--- config.mk ---
export PLATFORM = sky130hd
export DESIGN_NAME = calc_top
export DESIGN_NICKNAME = d
export VERILOG_FILES = /design/src/logic/calc_cfg_pkg.sv /design/src/logic/calc_pkt_pkg.sv /design/src/logic/calc_comp_pipe.sv /design/src/logic/calc_exe_pipes.sv /design/src/logic/calc_issue.sv /design/src/logic/calc_top.sv
export SDC_FILE = /design/constraint.sdc
export NUM_CORES = 2
export LEC_CHECK = 0
export BUFFER_PORTS_ARGS = -buffer_cell sky130_fd_sc_hd__buf_2
export CORE_ASPECT_RATIO = 0.7
export CORE_UTILIZATION = 50
export CTS_CLUSTER_SIZE = 24
export DETAILED_ROUTE_END_ITERATION = 10
export GPL_ROUTABILITY_DRIVEN = 0
export HOLD_SLACK_MARGIN = 0.02
export PLACE_DENSITY = 0.78
export SLEW_MARGIN = 20
export SYNTH_ARGS = -nofsm -noshare
export SYNTH_HDL_FRONTEND = slang
export SYNTH_SLANG_ARGS = --single-unit
export TNS_END_PERCENT = 5
--- constraint.sdc ---
create_clock -name clk_i -period 8.5 [get_ports clk_i]
set_input_delay 1.275 -clock clk_i [delete_from_list [all_inputs] [get_ports clk_i]]
set_output_delay 1.275 -clock clk_i [all_outputs]
set_load 0.03 [all_outputs]
--- src/logic/calc_cfg_pkg.sv ---
// ================================================
// Sizing constants for the execution calculator
// Widths of operands and register addresses, and
// the default completion depth and multiply
// latency picked up by the top level parameters
// ================================================

package calc_cfg_pkg;

  // Operand and result width
  parameter int data_width = 32;

  // Register 0 always reads as zero
  parameter int reg_addr_width = 5;

  // Completion stages between dispatch and writeback
  parameter int comp_depth_default = 4;

  // Multiply result merges into this completion stage
  parameter int mul_latency_default = 3;

  typedef logic [data_width-1:0]     data_t;
  typedef logic [reg_addr_width-1:0] reg_addr_t;

endpackage

--- src/logic/calc_pkt_pkg.sv ---
// ================================================
// Packet formats of the execution calculator
// Operation codes and the structs passed between
// issue, execution pipes and completion pipe
// ================================================

package calc_pkt_pkg;

  typedef enum logic [2:0]
  {
    op_add = 3'd0,
    op_sub = 3'd1,
    op_xor = 3'd2,
    op_mul = 3'd3,
    op_li  = 3'd4
  } op_e;

  // Instruction as handed over by dispatch, operands may be stale
  typedef struct packed
  {
    logic                    v;
    op_e                     op;
    calc_cfg_pkg::reg_addr_t rd;
    calc_cfg_pkg::reg_addr_t rs1_addr;
    calc_cfg_pkg::reg_addr_t rs2_addr;
    calc_cfg_pkg::data_t     rs1_data;
    // Load-immediate payload rides here
    calc_cfg_pkg::data_t     rs2_data;
  } dispatch_s;

  // Reservation with bypassed operands
  typedef struct packed
  {
    logic                    v;
    op_e                     op;
    calc_cfg_pkg::reg_addr_t rd;
    calc_cfg_pkg::data_t     rs1;
    calc_cfg_pkg::data_t     rs2;
  } resv_s;

  typedef struct packed
  {
    logic                    w_v;
    calc_cfg_pkg::reg_addr_t rd;
    calc_cfg_pkg::data_t     data;
  } wb_s;

  typedef struct packed
  {
    logic                v;
    calc_cfg_pkg::data_t data;
  } result_s;

endpackage

--- src/logic/calc_comp_pipe.sv ---
// ================================================
// Completion pipe of the execution calculator
// Shifts every instruction one stage per cycle
// and merges pipe results at their static stage.
// The last stage is the writeback packet, the
// next-stage data array feeds operand bypass
// ================================================

`timescale 1ns/1ns

module calc_comp_pipe
  #(parameter int comp_depth_p  = calc_cfg_pkg::comp_depth_default
  , parameter int mul_latency_p = calc_cfg_pkg::mul_latency_default
  )
  (input  logic                                       clk_i
  , input  logic                                      rst_n_i
  , input  calc_pkt_pkg::wb_s                         stage0_i
  , input  calc_pkt_pkg::result_s                     int_res_i
  , input  calc_pkt_pkg::result_s                     mul_res_i
  , output calc_pkt_pkg::wb_s   [comp_depth_p-1:0]    stage_hdr_o
  , output calc_cfg_pkg::data_t [comp_depth_p-1:0]    fwd_data_o
  , output calc_pkt_pkg::wb_s                         wb_o
  );

  calc_pkt_pkg::wb_s [comp_depth_p:0]   stage_n;
  calc_pkt_pkg::wb_s [comp_depth_p-1:0] stage_r;

  // Single issue with static latencies, so at most one pipe
  // lands in a given stage and an OR merge is enough
  always_comb
  begin
    stage_n[0] = stage0_i;
    for (int i = 1; i <= comp_depth_p; i++)
    begin
      stage_n[i] = stage_r[i-1];
    end

    stage_n[1].data             |= int_res_i.v ? int_res_i.data : '0;
    stage_n[mul_latency_p].data |= mul_res_i.v ? mul_res_i.data : '0;
  end

  always_ff @(posedge clk_i)
  begin
    for (int i = 0; i < comp_depth_p; i++)
    begin
      if (!rst_n_i)
      begin
        stage_r[i].w_v <= 1'b0;
      end
      else
      begin
        stage_r[i].w_v <= stage_n[i].w_v;
      end
      stage_r[i].rd   <= stage_n[i].rd;
      stage_r[i].data <= stage_n[i].data;
    end
  end

  // A match on stage i sees what stage i+1 is about to hold
  always_comb
  begin
    for (int i = 0; i < comp_depth_p; i++)
    begin
      fwd_data_o[i] = stage_n[i+1].data;
    end
  end

  assign stage_hdr_o = stage_r;
  assign wb_o        = stage_r[comp_depth_p-1];

endmodule

--- src/logic/calc_exe_pipes.sv ---
// ================================================
// Execution pipes of the calculator
// Integer pipe works on the reservation in the
// same cycle. The multiplier forms the low half
// of the product from the reservation and shifts
// it down a chain of registers, so several
// multiplies can be in flight at once
// ================================================

`timescale 1ns/1ns

module calc_exe_pipes
  #(parameter int mul_latency_p = calc_cfg_pkg::mul_latency_default)
  (input  logic                   clk_i
  , input  logic                  rst_n_i
  , input  calc_pkt_pkg::resv_s   resv_i
  , output calc_pkt_pkg::result_s int_res_o
  , output calc_pkt_pkg::result_s mul_res_o
  );

  calc_pkt_pkg::result_s                   mul_first;
  calc_pkt_pkg::result_s [mul_latency_p:2] mul_r;

  // Integer pipe
  always_comb
  begin
    int_res_o.v = resv_i.v & ((resv_i.op == calc_pkt_pkg::op_add)
                             | (resv_i.op == calc_pkt_pkg::op_sub)
                             | (resv_i.op == calc_pkt_pkg::op_xor));
    case (resv_i.op)
      calc_pkt_pkg::op_add: int_res_o.data = resv_i.rs1 + resv_i.rs2;
      calc_pkt_pkg::op_sub: int_res_o.data = resv_i.rs1 - resv_i.rs2;
      calc_pkt_pkg::op_xor: int_res_o.data = resv_i.rs1 ^ resv_i.rs2;
      default:              int_res_o.data = '0;
    endcase
  end

  // First multiply stage, only the low half is kept
  always_comb
  begin
    mul_first.v    = resv_i.v & (resv_i.op == calc_pkt_pkg::op_mul);
    mul_first.data = resv_i.rs1 * resv_i.rs2;
  end

  always_ff @(posedge clk_i)
  begin
    if (!rst_n_i)
    begin
      for (int k = 2; k <= mul_latency_p; k++)
      begin
        mul_r[k].v <= 1'b0;
      end
    end
    else
    begin
      mul_r[2].v <= mul_first.v;
      for (int k = 3; k <= mul_latency_p; k++)
      begin
        mul_r[k].v <= mul_r[k-1].v;
      end
    end

    mul_r[2].data <= mul_first.data;
    for (int k = 3; k <= mul_latency_p; k++)
    begin
      mul_r[k].data <= mul_r[k-1].data;
    end
  end

  assign mul_res_o = mul_r[mul_latency_p];

endmodule

--- src/logic/calc_issue.sv ---
// ================================================
// Issue stage of the execution calculator
// Replaces stale register operands with results
// still in flight in the completion pipe, then
// registers the reservation for the exe pipes.
// Also forms the completion stage 0 header
// ================================================

`timescale 1ns/1ns

module calc_issue
  #(parameter int comp_depth_p = calc_cfg_pkg::comp_depth_default)
  (input  logic                                       clk_i
  , input  logic                                      rst_n_i
  , input  calc_pkt_pkg::dispatch_s                   dispatch_i
  , input  calc_pkt_pkg::wb_s   [comp_depth_p-1:0]    stage_hdr_i
  , input  calc_cfg_pkg::data_t [comp_depth_p-1:0]    fwd_data_i
  , output calc_pkt_pkg::wb_s                         stage0_o
  , output calc_pkt_pkg::resv_s                       resv_o
  );

  logic                                 is_li;
  logic                    [1:0]        src_bypass_en;
  calc_cfg_pkg::reg_addr_t [1:0]        src_addr;
  calc_cfg_pkg::data_t     [1:0]        src_data;
  logic [1:0][comp_depth_p-1:0]         match_rs;
  calc_cfg_pkg::data_t     [1:0]        bypass_rs;
  calc_pkt_pkg::resv_s                  resv_n;

  assign is_li = (dispatch_i.op == calc_pkt_pkg::op_li);

  // Index 0 is rs1, index 1 is rs2
  assign src_addr = {dispatch_i.rs2_addr, dispatch_i.rs1_addr};
  assign src_data = {dispatch_i.rs2_data, dispatch_i.rs1_data};

  // The li payload in rs2 is not a register read
  assign src_bypass_en = {dispatch_i.v & ~is_li, dispatch_i.v};

  always_comb
  begin
    for (int s = 0; s < 2; s++)
    begin
      for (int i = 0; i < comp_depth_p; i++)
      begin
        match_rs[s][i] = src_bypass_en[s]
                         & stage_hdr_i[i].w_v
                         & (src_addr[s] == stage_hdr_i[i].rd);
      end

      // Lowest stage is the youngest producer, so it is checked last
      bypass_rs[s] = src_data[s];
      for (int i = comp_depth_p-1; i >= 0; i--)
      begin
        if (match_rs[s][i])
        begin
          bypass_rs[s] = fwd_data_i[i];
        end
      end
    end
  end

  always_comb
  begin
    resv_n.v   = dispatch_i.v;
    resv_n.op  = dispatch_i.op;
    resv_n.rd  = dispatch_i.rd;
    resv_n.rs1 = bypass_rs[0];
    resv_n.rs2 = bypass_rs[1];
  end

  always_ff @(posedge clk_i)
  begin
    if (!rst_n_i)
    begin
      resv_o.v <= 1'b0;
    end
    else
    begin
      resv_o.v <= resv_n.v;
    end
    resv_o.op  <= resv_n.op;
    resv_o.rd  <= resv_n.rd;
    resv_o.rs1 <= resv_n.rs1;
    resv_o.rs2 <= resv_n.rs2;
  end

  // Stage 0 header, li injects its payload here
  always_comb
  begin
    stage0_o.w_v  = dispatch_i.v & (dispatch_i.rd != '0);
    stage0_o.rd   = dispatch_i.rd;
    stage0_o.data = (dispatch_i.v & is_li) ? dispatch_i.rs2_data : '0;
  end

endmodule

--- src/logic/calc_top.sv ---
// ================================================
// Top level of the execution calculator
// Takes one dispatched instruction per cycle and
// retires it in order on wb_o after a fixed
// completion depth, with operand bypass from
// results still in flight
// ================================================

`timescale 1ns/1ns

module calc_top
  #(parameter int comp_depth_p  = calc_cfg_pkg::comp_depth_default
  , parameter int mul_latency_p = calc_cfg_pkg::mul_latency_default
  )
  (input  logic                     clk_i
  , input  logic                    rst_n_i
  , input  calc_pkt_pkg::dispatch_s dispatch_i
  , output calc_pkt_pkg::wb_s       wb_o
  );

  calc_pkt_pkg::wb_s                        stage0;
  calc_pkt_pkg::resv_s                      resv;
  calc_pkt_pkg::result_s                    int_res;
  calc_pkt_pkg::result_s                    mul_res;
  calc_pkt_pkg::wb_s   [comp_depth_p-1:0]   stage_hdr;
  calc_cfg_pkg::data_t [comp_depth_p-1:0]   fwd_data;

  calc_issue
    #(.comp_depth_p(comp_depth_p))
    i_issue
    (.clk_i        (clk_i)
    , .rst_n_i     (rst_n_i)
    , .dispatch_i  (dispatch_i)
    , .stage_hdr_i (stage_hdr)
    , .fwd_data_i  (fwd_data)
    , .stage0_o    (stage0)
    , .resv_o      (resv)
    );

  calc_exe_pipes
    #(.mul_latency_p(mul_latency_p))
    i_exe_pipes
    (.clk_i      (clk_i)
    , .rst_n_i   (rst_n_i)
    , .resv_i    (resv)
    , .int_res_o (int_res)
    , .mul_res_o (mul_res)
    );

  calc_comp_pipe
    #(.comp_depth_p (comp_depth_p)
    , .mul_latency_p(mul_latency_p)
    )
    i_comp_pipe
    (.clk_i        (clk_i)
    , .rst_n_i     (rst_n_i)
    , .stage0_i    (stage0)
    , .int_res_i   (int_res)
    , .mul_res_i   (mul_res)
    , .stage_hdr_o (stage_hdr)
    , .fwd_data_o  (fwd_data)
    , .wb_o        (wb_o)
    );

endmodule

==> impl_metrics.csv <==
group,metric,value,unit
critical_path,critPathArrivalTime,8390,ps
cts,path_clk_slew,80,ps
layout,final_cell_area,30200,µm²
critical_path,slowest_delay,800,ps
critical_path,crit_top_cell,"fa_1",
synthesis,post-synth-top-count-cell,"inv_1",
timing,tns,0,ps
worst_hold_path,hold_start,"i_exe_pipes.mul_r[30]",
die,die-area,57400,µm²
layout,drive_gt1_share,8.59,%
synthesis,ys_warn_count,0,
synthesis,synth_top_area_share,29.0,%
die,die_x,286,µm
synthesis,synthArstFlopShare,0,%
layout,layout.nets,3745,
routing,drt_iter0_drc,2590,
critical_path,worst_setup_path_startpoint,"i_issue.resv_o[2]",
cts,post_cts_resized,0,
cts,post_cts_buffers,0,
die,io_pins,123,
timing,slew-limit-headroom,30.2,%
job,max_cap_violations,0,
critical_path,endpoint_kind,"flop",
cts,cts-htree-levels,1,
timing,holdWs,320,ps
timing,rsz0062_at_grt,"no",
synthesis,syn-num-nets,3731,
synthesis,synthTopCellsByCount,"inv_1 (439), fa_1 (409), and2_1 (303)",
synthesis,synth_cell_types,70,
place,io_buffers,122,
global_route,track_usage,29.3,%
die,rows,72,
global_route,grt_antenna_before_repair,2,
synthesis,yosysSeqAreaShare,20.3,%
place,place_area,29400,µm²
cts,clk_latency,550,ps
timing,maxSlewViolCount,0,
routing,routedWlPerCell,21.6,µm
routing,drc_errors,0,
status,status,"completed",
cts,cts_tree,"done",
die,coreArea,55500,µm²
routing,drt_pass1_iterations,7,
critical_path,cp_slowest_cell,"dfxtp_1",
place,hpwlAfterDp,65500,µm
timing,finalSetupViolations,0,
cts,cts_hold_buf,0,
synthesis,ys.flop_type,"dfxtp_1",
global_route,grt_pass1_vias,21600,
cts,cts_sinks,286,
routing,antenna_left,0,
global_route,grt_max_degree,65,
critical_path,path_cells,"buf_4 > and2_1 > fa_1 > inv_1 > fa_1 > fa_1 > fa_1 > inv_1 > fa_1 > fa_1 > fa_1 > fa_1 > ha_1 > and3_1 > nand3_1 > nand2_1 > a41oi_1 > a41oi_1 > a41o_1 > o41ai_1 > xnor2_1",
synthesis,synth_edf_count,0,
synthesis,netlist_area,28200,µm²
die,die_h,201,µm
cts,cts_root_buf,"clkbuf_16",
critical_path,r2r_start,"i_issue.resv_o[2]",
synthesis,syn_area_per_cell,9.20,µm²
timing,clock_skew,18.4,ps
timing,fin_crit,7910,ps
timing,clock.fmax,126,MHz
global_route,grt_pass1_wl,129000,µm
critical_path,cp.required,8980,ps
routing,routed_wl,82700,µm
routing,vias,21900,
synthesis,synth-seq-cells,286,
synthesis,syn_inst,3066,
cts,cts-buffers-inserted,23,
global_route,gr-total-overflow,0,
cts,clockBufferDepth,3,
timing,worst_pin_slew,1040,ps
routing,vias_per_cell,5.71,
timing,hold_viol_final,0,
layout,area_growth,6.99,%
critical_path,crit_type,"flop to flop",
worst_hold_path,hp-class,"flop to flop",
timing,post-route-period-util,93.1,%
synthesis,synth_top_cell_by_area,"fa_1",
die,start_util,50.8,%
critical_path,startpoint_type,"flop",
critical_path,worstPathMaxFanout,17,
synthesis,synth.top_cells.by_area,"fa_1 (29%), dfxtp_1 (20%), ha_1 (7.6%)",
-- placed cells by master, fill, tap and decap left out, types with 23 or more instances in the layout --
cell / instances
ha_1: 171
and2_1: 303
nor2_1: 127
inv_1: 439
fa_1: 409
dfxtp_1: 285
xor2_1: 77
clkbuf_16: 23
buf_4: 74
o21ai_0: 64
a21o_1: 50
a21oi_1: 146
mux2i_1: 67
xnor2_1: 106
a211oi_1: 104
buf_2: 122
nand2_1: 302
-- flip-flops by register name (all words and copies together), names as in the netlist --
register                 cells
i_comp_pipe.stage_hdr_o     88
i_issue.resv_o              68
i_exe_pipes.mul_r           33
i_exe_pipes.mul_res_o       33
i_comp_pipe.fwd_data_o      64
-- worst paths after layout --
kind                          endpoint  slack, ps  cells after the start
min          i_exe_pipes.mul_res_o[30]        320                      0
min reg2reg  i_exe_pipes.mul_res_o[30]        320                      0
max              i_exe_pipes.mul_r[31]        590                     21
max reg2reg      i_exe_pipes.mul_r[31]        590                     21
-- worst max-delay path: cells and delay by family (launching register included) --
family / cells / cell delay, ps
and+or+nand+nor: 4 / 540
buffers and inverters: 3 / 420
AOI/OAI and AO/OA: 4 / 1740
xor gates and xnor gates: 1 / 160
adders and majority gates: 9 / 4150
DFF: 1 / 800
-- stage by stage --
stage | setup WS [ps] | utilization [%] | std cells
6_report | 589 | 54.4 | 3837
5_1_grt | 306 | 54.4 | 3836
4_1_cts | 768 | 54.4 | 3836
3_5_place_dp | 799 | 53.0 | 3795
3_3_place_gp | 957 | 53.0 | 3795
2_1_floorplan | 1450 | - | 3066
-- per-layer routing --
| layer | wire length, µm | vias to the layer above | global-route usage (%) |
|---|---|---|---|
| li1 | - | 9701 | - |
| met1 | 35700 | 10800 | 44.3 |
| met2 | 33100 | 1273 | 40.3 |
| met3 | 11400 | 172 | 8.74 |
| met4 | 2490 | 4 | 7.24 |
| met5 | 34 | - | 0 |
-- final cells by class --
type / instances / area (µm²)
Inverter: 439 / 1650
Timing Repair Buffer: 196 / 1170
Sequential cell: 286 / 5730
Multi-Input combinational cell: 2134 / 19900
Antenna cell: 1 / 2.50
Clock inverter: 11 / 129
Tap cell: 740 / 926
Fill cell: 4860 / 25300
Clock buffer: 30 / 642
-- logic make-up (layout without fill, tap and decap cells) --
group | Yosys count | in the layout | synth area share [%]
simple gates | 843 | 843 | 15.1
buf+inv | 646 | 676 | 9.17
fa+ha+maj | 580 | 580 | 36.6
compound gates | 457 | 457 | 10.6
flops | 286 | 286 | 20.3
xor+xnor | 184 | 184 | 5.74
mux | 70 | 70 | 2.50
other cells | 0 | 1 | 0
Power is left out: the tool's default activity adds up to more than one toggle a clock period on the data nets, which glitch-free logic cannot reach.
